### config.mk
export PLATFORM = sky130hd
export DESIGN_NAME = vote_filter_top
export DESIGN_NICKNAME = d
export VERILOG_FILES = /design/src/hdl/vote_pkg.sv /design/src/hdl/vote_filter_top.sv /design/src/hdl/recovery_stats.sv /design/src/hdl/majority_decide.sv /design/src/hdl/bit_tally.sv /design/src/hdl/sample_window.sv
export SDC_FILE = /design/constraint.sdc
export NUM_CORES = 1
export LEC_CHECK = 0
export BUFFER_PORTS_ARGS = -buffer_cell sky130_fd_sc_hd__buf_2
export CAP_MARGIN = 20
export CORE_MARGIN = 1.5
export CORE_UTILIZATION = 45
export CTS_CLUSTER_DIAMETER = 200
export DETAILED_ROUTE_END_ITERATION = 8
export GPL_TIMING_DRIVEN = 0
export SETUP_SLACK_MARGIN = 0.02
export SLEW_MARGIN = 10
export SYNTH_ARGS = -nofsm -noshare
export SYNTH_HDL_FRONTEND = slang
export SYNTH_SLANG_ARGS = --single-unit
### constraint.sdc
create_clock -name clk -period 2.9 [get_ports clk]
set_input_delay 0.58 -clock clk [delete_from_list [all_inputs] [get_ports clk]]
set_output_delay 0.58 -clock clk [all_outputs]
set_load 0.01 [all_outputs]
### src/hdl/vote_pkg.sv
// sizes are fixed for a five-deep window of 4-bit samples and the tally logic relies on that
package vote_pkg;

    // bits per sample word
    localparam int WIDTH = 4;

    // samples that take part in each vote
    localparam int WINDOW = 5;

    // slot the vote is measured against, slot 0 being the newest
    localparam int CENTER = 2;

    // one per-bit ones count, holds 0..WINDOW
    localparam int TALLY_W = 3;

    // smallest count that votes a 1
    localparam int MAJORITY = WINDOW / 2 + 1;

    // corrected bits in one sample, holds 0..WIDTH
    localparam int CORR_W = 3;

    // running total of corrected bits, saturates at all ones
    localparam int TOTAL_W = 8;

endpackage
### src/hdl/vote_filter_top.sv
// four-cycle latency from valid_in to out_valid, no back-pressure, one output per strobe once warm
`timescale 1ns/1ps

module vote_filter_top (
    input  logic                          clk,
    input  logic                          rst_n,
    input  logic                          valid_in,
    input  logic [vote_pkg::WIDTH-1:0]    sample_in,
    output logic                          out_valid,
    output logic [vote_pkg::WIDTH-1:0]    voted_out,
    output logic [vote_pkg::CORR_W-1:0]   corr_bits,
    output logic [vote_pkg::TOTAL_W-1:0]  corr_total
);

    // window to tally
    logic                                          win_valid;
    logic [vote_pkg::WINDOW*vote_pkg::WIDTH-1:0]   win_data;

    // tally to decide
    logic                                          tally_valid;
    logic [vote_pkg::WIDTH*vote_pkg::TALLY_W-1:0]  tally_data;
    logic [vote_pkg::WIDTH-1:0]                    center_sample;

    // decide to stats
    logic                                          vote_valid;
    logic [vote_pkg::WIDTH-1:0]                    voted_sample;
    logic [vote_pkg::WIDTH-1:0]                    corrected_mask;

    sample_window u_window (
        .clk           (clk),
        .rst_n         (rst_n),
        .valid_in      (valid_in),
        .sample_in     (sample_in),
        .win_valid     (win_valid),
        .win_data      (win_data)
    );

    bit_tally u_tally (
        .clk           (clk),
        .rst_n         (rst_n),
        .win_valid     (win_valid),
        .win_data      (win_data),
        .tally_valid   (tally_valid),
        .tally_data    (tally_data),
        .center_sample (center_sample)
    );

    majority_decide u_decide (
        .clk            (clk),
        .rst_n          (rst_n),
        .tally_valid    (tally_valid),
        .tally_data     (tally_data),
        .center_sample  (center_sample),
        .vote_valid     (vote_valid),
        .voted_sample   (voted_sample),
        .corrected_mask (corrected_mask)
    );

    recovery_stats u_stats (
        .clk            (clk),
        .rst_n          (rst_n),
        .vote_valid     (vote_valid),
        .voted_sample   (voted_sample),
        .corrected_mask (corrected_mask),
        .out_valid      (out_valid),
        .voted_out      (voted_out),
        .corr_bits      (corr_bits),
        .corr_total     (corr_total)
    );

endmodule

### src/hdl/recovery_stats.sv
// corr_total only clears on reset and sticks at all ones once it saturates
`timescale 1ns/1ps

module recovery_stats (
    input  logic                          clk,
    input  logic                          rst_n,
    input  logic                          vote_valid,
    input  logic [vote_pkg::WIDTH-1:0]    voted_sample,
    input  logic [vote_pkg::WIDTH-1:0]    corrected_mask,
    output logic                          out_valid,
    output logic [vote_pkg::WIDTH-1:0]    voted_out,
    output logic [vote_pkg::CORR_W-1:0]   corr_bits,
    output logic [vote_pkg::TOTAL_W-1:0]  corr_total
);

    logic [vote_pkg::CORR_W-1:0]  pop_count;
    logic [vote_pkg::TOTAL_W:0]   sum_wide;
    logic [vote_pkg::TOTAL_W-1:0] total_next;

    // popcount of the mask
    always_comb begin
        pop_count = '0;
        for (int b = 0; b < vote_pkg::WIDTH; b++) begin
            pop_count = pop_count + {{(vote_pkg::CORR_W-1){1'b0}}, corrected_mask[b]};
        end
    end

    // one extra bit catches the carry out
    assign sum_wide = {1'b0, corr_total} +
                      {{(vote_pkg::TOTAL_W+1-vote_pkg::CORR_W){1'b0}}, pop_count};

    assign total_next = sum_wide[vote_pkg::TOTAL_W] ? {vote_pkg::TOTAL_W{1'b1}}
                                                     : sum_wide[vote_pkg::TOTAL_W-1:0];

    always_ff @(posedge clk or negedge rst_n) begin
        if (!rst_n) begin
            out_valid  <= 1'b0;
            voted_out  <= '0;
            corr_bits  <= '0;
            corr_total <= '0;
        end else begin
            out_valid <= vote_valid;
            if (vote_valid) begin
                voted_out  <= voted_sample;
                corr_bits  <= pop_count;
                // total already counts this sample when out_valid shows it
                corr_total <= total_next;
            end
        end
    end

endmodule

### src/hdl/majority_decide.sv
// a bit votes 1 at MAJORITY ones or more, and the mask flags where the vote overrode the centre
`timescale 1ns/1ps

module majority_decide (
    input  logic                                          clk,
    input  logic                                          rst_n,
    input  logic                                          tally_valid,
    input  logic [vote_pkg::WIDTH*vote_pkg::TALLY_W-1:0]  tally_data,
    input  logic [vote_pkg::WIDTH-1:0]                    center_sample,
    output logic                                          vote_valid,
    output logic [vote_pkg::WIDTH-1:0]                    voted_sample,
    output logic [vote_pkg::WIDTH-1:0]                    corrected_mask
);

    logic [vote_pkg::WIDTH-1:0] vote_next;

    always_comb begin
        for (int b = 0; b < vote_pkg::WIDTH; b++) begin
            vote_next[b] = (tally_data[b*vote_pkg::TALLY_W +: vote_pkg::TALLY_W]
                            >= vote_pkg::MAJORITY);
        end
    end

    always_ff @(posedge clk or negedge rst_n) begin
        if (!rst_n) begin
            vote_valid <= 1'b0;
        end else begin
            vote_valid <= tally_valid;
        end
    end

    always_ff @(posedge clk) begin
        if (tally_valid) begin
            voted_sample   <= vote_next;
            // bits the vote flipped relative to the centre sample
            corrected_mask <= vote_next ^ center_sample;
        end
    end

endmodule

### src/hdl/bit_tally.sv
// counts ones per bit position over all window slots and forwards the centre slot unchanged
`timescale 1ns/1ps

module bit_tally (
    input  logic                                          clk,
    input  logic                                          rst_n,
    input  logic                                          win_valid,
    input  logic [vote_pkg::WINDOW*vote_pkg::WIDTH-1:0]   win_data,
    output logic                                          tally_valid,
    output logic [vote_pkg::WIDTH*vote_pkg::TALLY_W-1:0]  tally_data,
    output logic [vote_pkg::WIDTH-1:0]                    center_sample
);

    logic [vote_pkg::WIDTH*vote_pkg::TALLY_W-1:0] tally_next;

    // count for bit b sits at [b*TALLY_W +: TALLY_W]
    always_comb begin
        tally_next = '0;
        for (int b = 0; b < vote_pkg::WIDTH; b++) begin
            for (int s = 0; s < vote_pkg::WINDOW; s++) begin
                tally_next[b*vote_pkg::TALLY_W +: vote_pkg::TALLY_W] =
                    tally_next[b*vote_pkg::TALLY_W +: vote_pkg::TALLY_W] +
                    {{(vote_pkg::TALLY_W-1){1'b0}}, win_data[s*vote_pkg::WIDTH + b]};
            end
        end
    end

    always_ff @(posedge clk or negedge rst_n) begin
        if (!rst_n) begin
            tally_valid <= 1'b0;
        end else begin
            tally_valid <= win_valid;
        end
    end

    // payload only loads with a strobe
    always_ff @(posedge clk) begin
        if (win_valid) begin
            tally_data    <= tally_next;
            center_sample <= win_data[vote_pkg::CENTER*vote_pkg::WIDTH +: vote_pkg::WIDTH];
        end
    end

endmodule

### src/hdl/sample_window.sv
// slot 0 is the newest sample, idle cycles never shift, and the first four strobes give no output
`timescale 1ns/1ps

module sample_window (
    input  logic                                         clk,
    input  logic                                         rst_n,
    input  logic                                         valid_in,
    input  logic [vote_pkg::WIDTH-1:0]                   sample_in,
    output logic                                         win_valid,
    output logic [vote_pkg::WINDOW*vote_pkg::WIDTH-1:0]  win_data
);

    // count of real samples held, stops at WINDOW
    logic [$clog2(vote_pkg::WINDOW+1)-1:0] fill_cnt;
    logic                                  fills_window;

    // this strobe brings the window to full, or it was full already
    assign fills_window = (fill_cnt >= vote_pkg::WINDOW - 1);

    always_ff @(posedge clk or negedge rst_n) begin
        if (!rst_n) begin
            fill_cnt <= '0;
        end else if (valid_in && (fill_cnt != vote_pkg::WINDOW)) begin
            fill_cnt <= fill_cnt + 1'b1;
        end
    end

    // shift towards the old end, new sample lands in slot 0
    always_ff @(posedge clk or negedge rst_n) begin
        if (!rst_n) begin
            win_data <= '0;
        end else if (valid_in) begin
            win_data <= {win_data[(vote_pkg::WINDOW-1)*vote_pkg::WIDTH-1:0], sample_in};
        end
    end

    always_ff @(posedge clk or negedge rst_n) begin
        if (!rst_n) begin
            win_valid <= 1'b0;
        end else begin
            win_valid <= valid_in & fills_window;
        end
    end

endmodule

==> results of run 1 <==
[cell usage after synthesis, types with 2 or more instances]
cell      count
ha_1         15
mux2_2       19
inv_1        42
dfrtp_1      42
o21ai_0      12
nor2_1        3
a21o_1        4
xnor2_1       2
xor2_1        5
fa_1         10
a21oi_1       4
nand2_1      18
mux2i_1       2
edfxtp_1     24
buf_2         3
[power breakdown]
group,switching (mW),internal (mW)
Clock,0.339,0.567
Sequential,0.185,1.32
Combinational,0.496,0.477
Total,1.02,2.37
[final timing paths]
check                                            from                       end  depth (start not counted)
max                        u_decide.corrected_mask[0]     u_stats.corr_total[6]                         11
min                                             rst_n     u_stats.corr_total[1]                          1
max reg2reg                u_decide.corrected_mask[0]     u_stats.corr_total[6]                         11
min reg2reg                      u_window.win_data[8]  u_tally.center_sample[0]                          0
max in group asynchronous                       rst_n     u_window.win_data[18]                          2
min in group clk                 u_window.win_data[8]  u_tally.center_sample[0]                          0
[stage by stage]
stage               instance area (µm²)  utilization  std cells  total power [mW]
global route                       3400        0.538        336              3.66
finish                             3400        0.538        336              3.39
floorplan                          2930            -        220              2.22
CTS                                3370        0.534        335              3.45
detailed placement                 3140        0.497        319              2.51
global placement                   3140        0.497        319              2.47
[flip-flops by register name (all words and copies together), names as in the netlist]
| name | flops |
|---|---|
| u_window.win_data | 20 |
| u_tally.tally_data | 12 |
| u_stats.corr_total | 8 |
| u_decide.corrected_mask | 4 |
| u_decide.voted_sample | 4 |
| u_stats.voted_out | 4 |
| u_tally.center_sample | 4 |
| u_stats.corr_bits | 3 |
| u_window.fill_cnt | 3 |
| u_decide.vote_valid | 1 |
| u_stats.out_valid | 1 |
| u_tally.tally_valid | 1 |
| u_window.win_valid | 1 |
[cells by family after synthesis]
| family | after synthesis |
|---|---|
| AOI/OAI and AO/OA | 24 |
| and+or+nand+nor | 30 |
| DFF | 66 |
| xor gates and xnor gates | 7 |
| muxes | 22 |
| adders and majority gates | 25 |
| buffers and inverters | 46 |
[final cells by class]
cell class | count | area share
buffer | 4 | 0.00553
timing repair buffer | 23 | 0.0383
clock inverter | 6 | 0.0310
multi-input combinational | 108 | 0.291
inverter | 42 | 0.0464
sequential | 66 | 0.522
clock buffer | 10 | 0.0376
tap | 77 | 0.0284
[metal layers]
| metal | vias up | global-route usage | wire length [µm] |
|---|---|---|---|
| met2 | 29 | 0.207 | 1890 |
| met5 | - | 0 | 0 |
| met3 | 4 | 0.0495 | 181 |
| met4 | 0 | 0.0760 | 46 |
| li1 | 784 | - | - |
| met1 | 727 | 0.160 | 1870 |
[timing repair]
item / in CTS / in global routing
gates resized for setup: 0 / 1
hold endpoints to repair: 0 / 0
endpoints found under the setup margin: 0 / 1
==> metrics.txt, run 1 <==
status=completed; HP Class=in -> async; Worst Max-Slew Pin Slew=609 ps; setup bufs post-CTS=0; Post-synth ARST share=0.636; leakage power=1.60 nW; EDFF count, synth=24; Clock Tree Buf Depth=2; Post-Synth Adder-Cell Area=0.132; clock-pin slew on the worst setup and hold paths=70 ps; number of port buffers=22; GP Congestion=0.737; mux share of post-synthesis cell area=0.0836; Seq cells post-synth=66; wire per inst=11.9 µm; sequential cell area=1770 µm²; Die Y=83.7 µm; TritonCTS Buffers=9; DIE AREA=7010 µm²; # fillers=546; Chip Width=approximately 84 µm; Yosys top cell by area=dfrtp_1; final hold vios=0; Root Buffer=clkbuf_8; Syn Nets=252; DRC viols=0; drt pass-1 iters=3; Nets=between 200 and 300; kind of cell adding the most delay to the critical path=adder cells; clock sink count=66; final setup TNS=0 ps; Max Clk Rate=376 MHz; largest family of logic cells by synthesized area=adder cells; YS warnings=0; Worst Setup Path Type=reg -> reg; vias in the first global route=1,599; critical path arrival=2870 ps; antenna violations before repair=0; Post-Syn Instances=between 200 and 250; post-synthesis compound-gate area fraction=0.0499; CP Launch Type=flip-flop; crit end category=flip-flop; final WL=~4 mm; Post-DP HPWL=2.78 mm; relative slew slack=0.594; CTS tree=done; post-route ant nets=0; vias=1,544; Synth-to-Final Area Change=15.7%; R2R Setup Slk=around 240 ps; post-place setup slack=183 ps; Peak VDD IR=0.571 mV; Synth area leaders=dfrtp_1 36%, edfxtp_1 25%, mux2_2 7.3%, fa_1 6.8%, ha_1 6.4%; Synth cell types=30; Fin Hold WS=112 ps; Final setup viols=0; CP max stage delay=between 400 and 500 ps; cell breakdown of the critical path=ha_1 > inv_1 > fa_1 > inv_1 > ha_1 > inv_1 > fa_2 > nor2b_4 > o21a_4 > nand4_1 > mux2_1; largest net degree at the start of global routing=43; Buf+Inv Stages, Crit Path=3; RSZ-0062 raised after global routing=no; Mean Syn Cell Area=13.3 µm²; total global routing overflow=0; Initial Util=0.465; antenna cells=0; Synth top area share=0.358; Final WS setup=243 ps; fin crit share=0.916; maxcap violations=0; DRT iter0 DRCs=49; Power Density=997 nW/µm²; via/cell ratio=between 4 and 5; slowest CP cell=fa_1; first-pass GRT wire length=7.19 mm; core box area=6310 µm²; cts hold-fix bufs=0; crit-path max FO=5; synthesized area=roughly 3000 µm²; Post-Synth XOR/XNOR Area=0.0209; most frequent cells in the layout=42 x inv_1, 42 x dfrtp_1, 25 x buf_2; Most used DFF post-synth=dfrtp_1; layout cells sized above 1=0.247; Worst Clk Skew=5.51 ps; Data required, critical path=approximately 3100 ps; max-slew violations=0; area of the multi-input gates=between 900 and 1000 µm²; most frequent cell on the critical path=inv_1; row cnt=29; I/O pin count=23; Seq/Total Area, Yosys=0.604; simple-gate share of the synthesized area=0.0495; Tmin final=between 2000 and 3000 ps; Clk Latency, worst-skew pair=330 ps; htree depth=3; gr usage total=0.133
No activity file was read; power rests on OpenSTA's default activity.
==> run 2, diff against run 1 <==
--- a/config.mk
+++ b/config.mk
@@ -12,6 +12,7 @@
 export CTS_CLUSTER_DIAMETER = 200
 export DETAILED_ROUTE_END_ITERATION = 8
 export GPL_TIMING_DRIVEN = 0
+export PLACE_DENSITY = 0.65
 export SETUP_SLACK_MARGIN = 0.02
 export SLEW_MARGIN = 10
 export SYNTH_ARGS = -nofsm -noshare
==> constraint.sdc (replaced) <==
create_clock -name clk -period 2.23 [get_ports clk]
set_input_delay 0.446 -clock clk [delete_from_list [all_inputs] [get_ports clk]]
set_output_delay 0.446 -clock clk [all_outputs]
set_load 0.01 [all_outputs]
==> run 2 against run 1 <==
  * The flow now finishes with violations (negative setup slack)
  * Count of clock-buffer cells in the layout stayed put
  * Global-route usage is 0.87 points higher
  * Sequential cell count unchanged
  * Fmax is 2.0% higher
  * Routed wire length rose by 11%
  * Sequential share of layout area decreased by 2.5 points
  * Hold slack improved by 220 ps
  * First-iteration DRC count decreased by 14%
  * Critical path type unchanged
  * Critical endpoint unchanged
  * Highest routed layer unchanged
==> metrics.txt, run 2 (synthesized netlist as in run 1, its figures left out) <==
maxcap violations=0 (unchanged); DIE AREA=7010 µm² (unchanged); post-route ant nets=0 (unchanged); max-slew violations=0 (unchanged); Chip Width=83.7 µm (unchanged); relative slew slack=0.582 (-0.0123); fin crit share=1.17 (+0.252); Post-DP Area=3140 µm² (about the same); Root Buffer=clkbuf_8; number of port buffers=22 (unchanged); Worst Max-Slew Pin Slew=628 ps (+18.5 ps); Initial Util=0.465 (unchanged); antenna violations before repair=0 (unchanged); # fillers=553 (+1.3%); Tot Pwr=4.76 mW (+41%); kind of cell adding the most delay to the critical path=adder cells; Power Density=1340 nW/µm² (+34%); wire per inst=12.5 µm (+5.8%); most frequent cell on the critical path=inv_2; vias in the first global route=1,756 (+9.8%); row cnt=29 (unchanged); CP Launch Type=flip-flop; clock-pin slew on the worst setup and hold paths=70 ps (about the same); htree depth=3 (unchanged); Worst Setup Path Type=reg -> reg; cell breakdown of the critical path=ha_1 > inv_2 > fa_1 > inv_2 > ha_4 > inv_2 > fa_2 > nor2b_4 > o21a_4 > nand4_1 > mux2_4; Data required, critical path=2460 ps (-650 ps); HP Class=in -> reg; Max Clk Rate=384 MHz (+2.0%); Clk Latency, worst-skew pair=340 ps (about the same); GP Congestion=0.748 (+1.5%); DRC viols=0 (unchanged); total global routing overflow=0 (unchanged); antenna cells=0 (unchanged); Reg with most FFs=u_window.win_data; placed insts=319 (unchanged); Clock Tree Buf Depth=2 (unchanged); post-route cell area=3570 µm² (+5.0%); Final Core Density=0.565 (+0.0270); Peak VDD IR=0.745 mV (+30%); Die Y=83.7 µm (unchanged); clock sink count=66 (unchanged); crit-path max FO=2 (-3); largest net degree at the start of global routing=43 (unchanged); layout cells sized above 1=0.332 (+0.0850); Worst Clk Skew=7.95 ps (+2.43 ps); Final setup viols=9 (+9); Synth-to-Final Area Change=21.5%; Buf+Inv Stages, Crit Path=3 (unchanged); via/cell ratio=4.72 (+2.8%); CP max stage delay=460 ps (+50 ps); Tmin final=2600 ps (-52.9 ps); commonest non-fill, non-tap cell in the layout=dfrtp_1; post-route insts no fill=354 (+5.4%); core box area=6310 µm² (unchanged); CTS tree=done; most frequent cells in the layout=42 x dfrtp_1, 37 x inv_1, 25 x buf_2; Nets=304 (+6.3%); vias=1,672 (+8.3%); TritonCTS Buffers=9 (unchanged); leakage power=1.67 nW (+4.1%); final hold vios=0 (unchanged); first-pass GRT wire length=7.65 mm (+6.3%); crit end category=flip-flop; critical path arrival=2830 ps (-40 ps); failing checks=negative setup slack; max FFs per register=20 (unchanged); drt pass-1 iters=4 (+1); final WL=4.44 mm (+11%); slowest CP cell=fa_1; gr usage total=0.142 (+0.00869); status=finished with violations; DRT iter0 DRCs=42 (-14%); final setup TNS=-2100 ps (-2100 ps); RSZ-0062 raised after global routing=yes; I/O pin count=23 (unchanged); Final WS setup=-374 ps (-617 ps); Post-DP HPWL=2.94 mm (+5.9%); biggest regs=u_window.win_data x20, u_tally.tally_data x12, u_stats.corr_total x8
[run 2: cell count changes in the layout (fill, tap and decap cells not counted), sizes merged]
cell	previous run	this run
dlygate4sd3	0	1
buf	26	43
bufinv	3	1
clkinvlp	0	2
[run 2: path summary, 6_finish.rpt]
check                                            from                     to  slack [ps]  cells after the start
max                        u_decide.corrected_mask[1]  u_stats.corr_total[6]        -370                     11
min                                      sample_in[1]   u_window.win_data[1]         340                      2
max reg2reg                u_decide.corrected_mask[1]  u_stats.corr_total[6]        -370                     11
min reg2reg                  u_decide.voted_sample[3]   u_stats.voted_out[3]         480                      1
max in group asynchronous                       rst_n    u_tally.tally_valid        1250                      3
min in group asynchronous                       rst_n  u_stats.corr_total[4]         520                      2
[run 2: what timing repair did]
item	4_1_cts	5_1_grt
pin swaps	0	6
setup buffers	10	13
endpoints found under the setup margin	8	13
hold buffers	0	1
cloned	0	0
gates resized for setup	13	14
endpoints found under the hold margin	0	11
[run 2: final cells by class]
| cell class | instances | area, µm² | area share |
|---|---|---|---|
| plain buffers | 4 | 18.8 | 0.00526 |
| clock buffers | 10 | 128 | 0.0358 |
| repair buffers | 41 | 290 | 0.0814 |
| flip-flops and latches | 66 | 1770 | 0.497 |
| inverters | 42 | 158 | 0.0442 |
| multi-input cells | 108 | 1050 | 0.293 |
| clock inverters | 6 | 57.6 | 0.0161 |
| well taps | 77 | 96.3 | 0.0270 |
[run 2: routing by layer]
| metal | part of all wire | track usage | vias to the layer above | wire length [µm] |
|---|---|---|---|---|
| li1 | - | - | 823 | - |
| met1 | 0.43 | 0.150 | 810 | 1930 |
| met2 | 0.51 | 0.248 | 35 | 2240 |
| met3 | 0.053 | 0.0653 | 4 | 235 |
| met4 | 0.0077 | 0.0522 | 0 | 34 |
| met5 | 0 | 0 | - | 0 |
[run 2: worst register-to-register path, delay by kind of cell, from the launching register on]
family	cells	cell delay (ps)
compound gates	1	140
fa+ha+maj	4	1280
buf+inv	3	170
flops	1	370
mux	1	310
simple gates	2	240
[run 2: power by group]
group	switching [mW]	internal (mW)
clock	0.435	0.507
sequential	0.256	1.72
combinational	0.815	1.03
[run 2: per-stage QoR]
step           setup slack, ps  hold slack (ps)
6_report                  -374              336
5_1_grt                   -470              309
4_1_cts                   -374              279
3_5_place_dp              -400              461
3_3_place_gp              -370              456
2_1_floorplan             -256              150
==> run 3, diff against run 2 <==
--- a/config.mk
+++ b/config.mk
@@ -7,12 +7,14 @@
 export LEC_CHECK = 0
 export BUFFER_PORTS_ARGS = -buffer_cell sky130_fd_sc_hd__buf_2
 export CAP_MARGIN = 20
+export CELL_PAD_IN_SITES_DETAIL_PLACEMENT = 1
+export CELL_PAD_IN_SITES_GLOBAL_PLACEMENT = 2
 export CORE_MARGIN = 1.5
-export CORE_UTILIZATION = 45
+export CORE_UTILIZATION = 37
 export CTS_CLUSTER_DIAMETER = 200
 export DETAILED_ROUTE_END_ITERATION = 8
 export GPL_TIMING_DRIVEN = 0
-export PLACE_DENSITY = 0.65
+export PLACE_DENSITY_LB_ADDON = 0.1
 export SETUP_SLACK_MARGIN = 0.02
 export SLEW_MARGIN = 10
 export SYNTH_ARGS = -nofsm -noshare
==> run 3 against run 2 <==
  * The flow still finishes with violations (negative setup slack)
  * Fmax increased by 0.12%
  * First-iteration DRC count is 38% higher
  * Sequential share of layout area increased by 0.74 points
  * Count of clock-buffer cells in the layout stayed put
  * Via count grew 1.3%
  * Largest cell class unchanged
  * Final cell count increased by 5.4%
  * Critical endpoint unchanged
  * Critical path depth is the same
  * Clock skew decreased by 4.6 ps
==> metrics.txt, run 3 (synthesized netlist as in run 1, its figures left out) <==
Worst Max-Slew Pin Slew=639 ps (+11.0 ps); final setup TNS=-2400 ps (-302 ps); cts hold-fix bufs=0 (unchanged); HP Class=in -> async; most frequent cell on the critical path=inv_2; Die Y=92.1 µm (+9.9%); wire per inst=13.0 µm (+3.5%); Worst Setup Path Type=reg -> reg; I/O pin count=23 (unchanged); internal power=2.97 mW (-8.9%); Reg with most FFs=u_window.win_data; Final WS setup=-371 ps (+3.00 ps); most frequent cells in the layout=42 x dfrtp_1, 37 x inv_1, 25 x buf_2; Chip Width=92.1 µm (+9.9%); RSZ-0062 raised after global routing=yes; crit end category=flip-flop; Nets=298 (-2.0%); Fin Hold WS=96.3 ps (-240 ps); # fillers=843 (+52%); Clock Power Share=0.188 (-0.010); Post-DP HPWL=3.28 mm (+11%); Final setup viols=8 (-1); GP Congestion=0.695 (-7.1%); Post-DP Area=3170 µm² (+1.0%); Clock Tree Buf Depth=2 (unchanged); post-route cell area=3510 µm² (-1.5%); Flop pwr share=0.444 (+0.029); commonest non-fill, non-tap cell in the layout=dfrtp_1; Synth-to-Final Area Change=19.7%; fin crit share=1.17 (-0.00135); DRC viols=0 (unchanged); Worst Clk Skew=3.30 ps (-4.64 ps); gr usage total=0.133 (-0.00932); antenna violations before repair=0 (unchanged); slowest CP cell=fa_1; Initial Util=0.382 (-0.0831); row cnt=32 (+10%); antenna cells=0 (unchanged); placed insts=344 (+7.8%); Data required, critical path=2450 ps (about the same); max-slew violations=0 (unchanged); status=finished with violations; sw power=1.48 mW (-1.7%); final WL=4.84 mm (+9.1%); core box area=7690 µm² (+22%); clock-pin slew on the worst setup and hold paths=70 ps (about the same); htree depth=3 (unchanged); leakage power=1.62 nW (-2.7%); biggest regs=u_window.win_data x20, u_tally.tally_data x12, u_stats.corr_total x8; Root Buffer=clkbuf_8; clock sink count=66 (unchanged); Tmin final=2600 ps (-3.00 ps); vias=1,694 (+1.3%); Final Core Density=0.457 (-0.108); via/cell ratio=4.54 (-3.8%); global route hottest layer=met2; DIE AREA=8470 µm² (+21%); TritonCTS Buffers=9 (unchanged); Peak VDD IR=0.358 mV (-52%); Switching Share=0.333 (+0.0165); crit-path max FO=3 (+1); Clk Latency, worst-skew pair=330 ps (about the same); total global routing overflow=0 (unchanged); vias in the first global route=1,843 (+5.0%); maxcap violations=0 (unchanged); critical path arrival=2820 ps (about the same); number of port buffers=22 (unchanged); met2 GRT Util=0.222 (-0.0262); largest net degree at the start of global routing=43 (unchanged); Logic pwr share=0.367 (-0.021); DRT iter0 DRCs=58 (+38%); CP Launch Type=flip-flop; CP max stage delay=440 ps (-20 ps); final hold vios=0 (unchanged); Max Clk Rate=384 MHz (+0.12%); first-pass GRT wire length=8.51 mm (+11%); M1 GR Usage=0.156 (+0.00570); drt pass-1 iters=4 (unchanged); post-route insts no fill=373 (+5.4%); relative slew slack=0.574 (-0.00733); Power Density=1270 nW/µm² (-5.2%); failing checks=negative setup slack; met3 Track Usage GR=0.0357 (-0.0296); cell breakdown of the critical path=ha_1 > inv_1 > fa_1 > inv_2 > ha_4 > inv_2 > fa_2 > nor2b_4 > o21a_4 > nand4_1 > mux2_1; reg2reg path depth=11 (unchanged); CTS tree=done; layout cells sized above 1=0.325 (-0.00741); post-route ant nets=0 (unchanged); max FFs per register=20 (unchanged)
==> run 3: changes by cell type in the layout (fill, tap and decap cells not counted), sizes merged <==
cell	previous run	this run
buf	43	38
bufinv	1	0
clkinv	3	4
dlygate4sd3	1	0
==> run 3: final timing paths <==
path                            slack (ps)                        from                        to
worst max-delay path                  -370  u_decide.corrected_mask[1]     u_stats.corr_total[6]
worst min-delay path                   100                       rst_n      u_window.fill_cnt[0]
worst max register to register        -370  u_decide.corrected_mask[1]     u_stats.corr_total[6]
worst min register to register         470       u_window.win_data[11]  u_tally.center_sample[3]
max in group asynchronous             1630                       rst_n      u_stats.voted_out[0]
min in group clk                       340                sample_in[1]      u_window.win_data[1]
==> run 3: stage by stage <==
stage	power (mW)	setup slack [ps]
global placement	3.28	-438
detailed placement	3.33	-446
finish	4.45	-371
CTS	4.38	-398
global route	4.85	-475
floorplan	2.89	-256
==> run 3: layout make-up <==
class,count,area [µm²],share of cell area
inverters,42,158,0.0449
flip-flops and latches,66,1770,0.504
plain buffers,4,18.8,0.00534
multi-input cells,108,1040,0.296
clock inverters,6,33.8,0.00962
well taps,102,128,0.0363
clock buffers,10,128,0.0363
repair buffers,35,235,0.0670
==> run 3: power groups by stage <==
stage / sequential (mW) / combinational, mW / clock, mW
2_1_floorplan: 2.00 / 0.885 / 0
3_3_place_gp: 1.99 / 1.28 / 0
3_5_place_dp: 2.01 / 1.32 / 0
4_1_cts: 1.99 / 1.51 / 0.887
5_1_grt: 2.03 / 1.89 / 0.935
6_report: 1.97 / 1.63 / 0.837
==> run 3: critical path: cells and delay by family (launching register included) <==
kind | cells | cell delay [ps]
buffers and inverters | 3 | 160
flip-flops | 1 | 380
multiplexers | 1 | 320
adder cells (fa/ha/maj) | 4 | 1210
AND/OR/NAND/NOR | 2 | 250
AO/OA/AOI/OAI | 1 | 150
==> run 3: repair_timing <==
item | in CTS | in global routing
hold endpoints to repair | 0 | 0
gates resized for setup | 9 | 9
setup buffers | 5 | 8
pin swaps | 3 | 5
setup endpoints to repair | 8 | 12
==> run 3: layer usage <==
metal / vias to the layer above / routed length, µm
li1: 809 / -
met1: 846 / 2230
met2: 30 / 2360
met3: 9 / 159
met4: 0 / 97
met5: - / 0
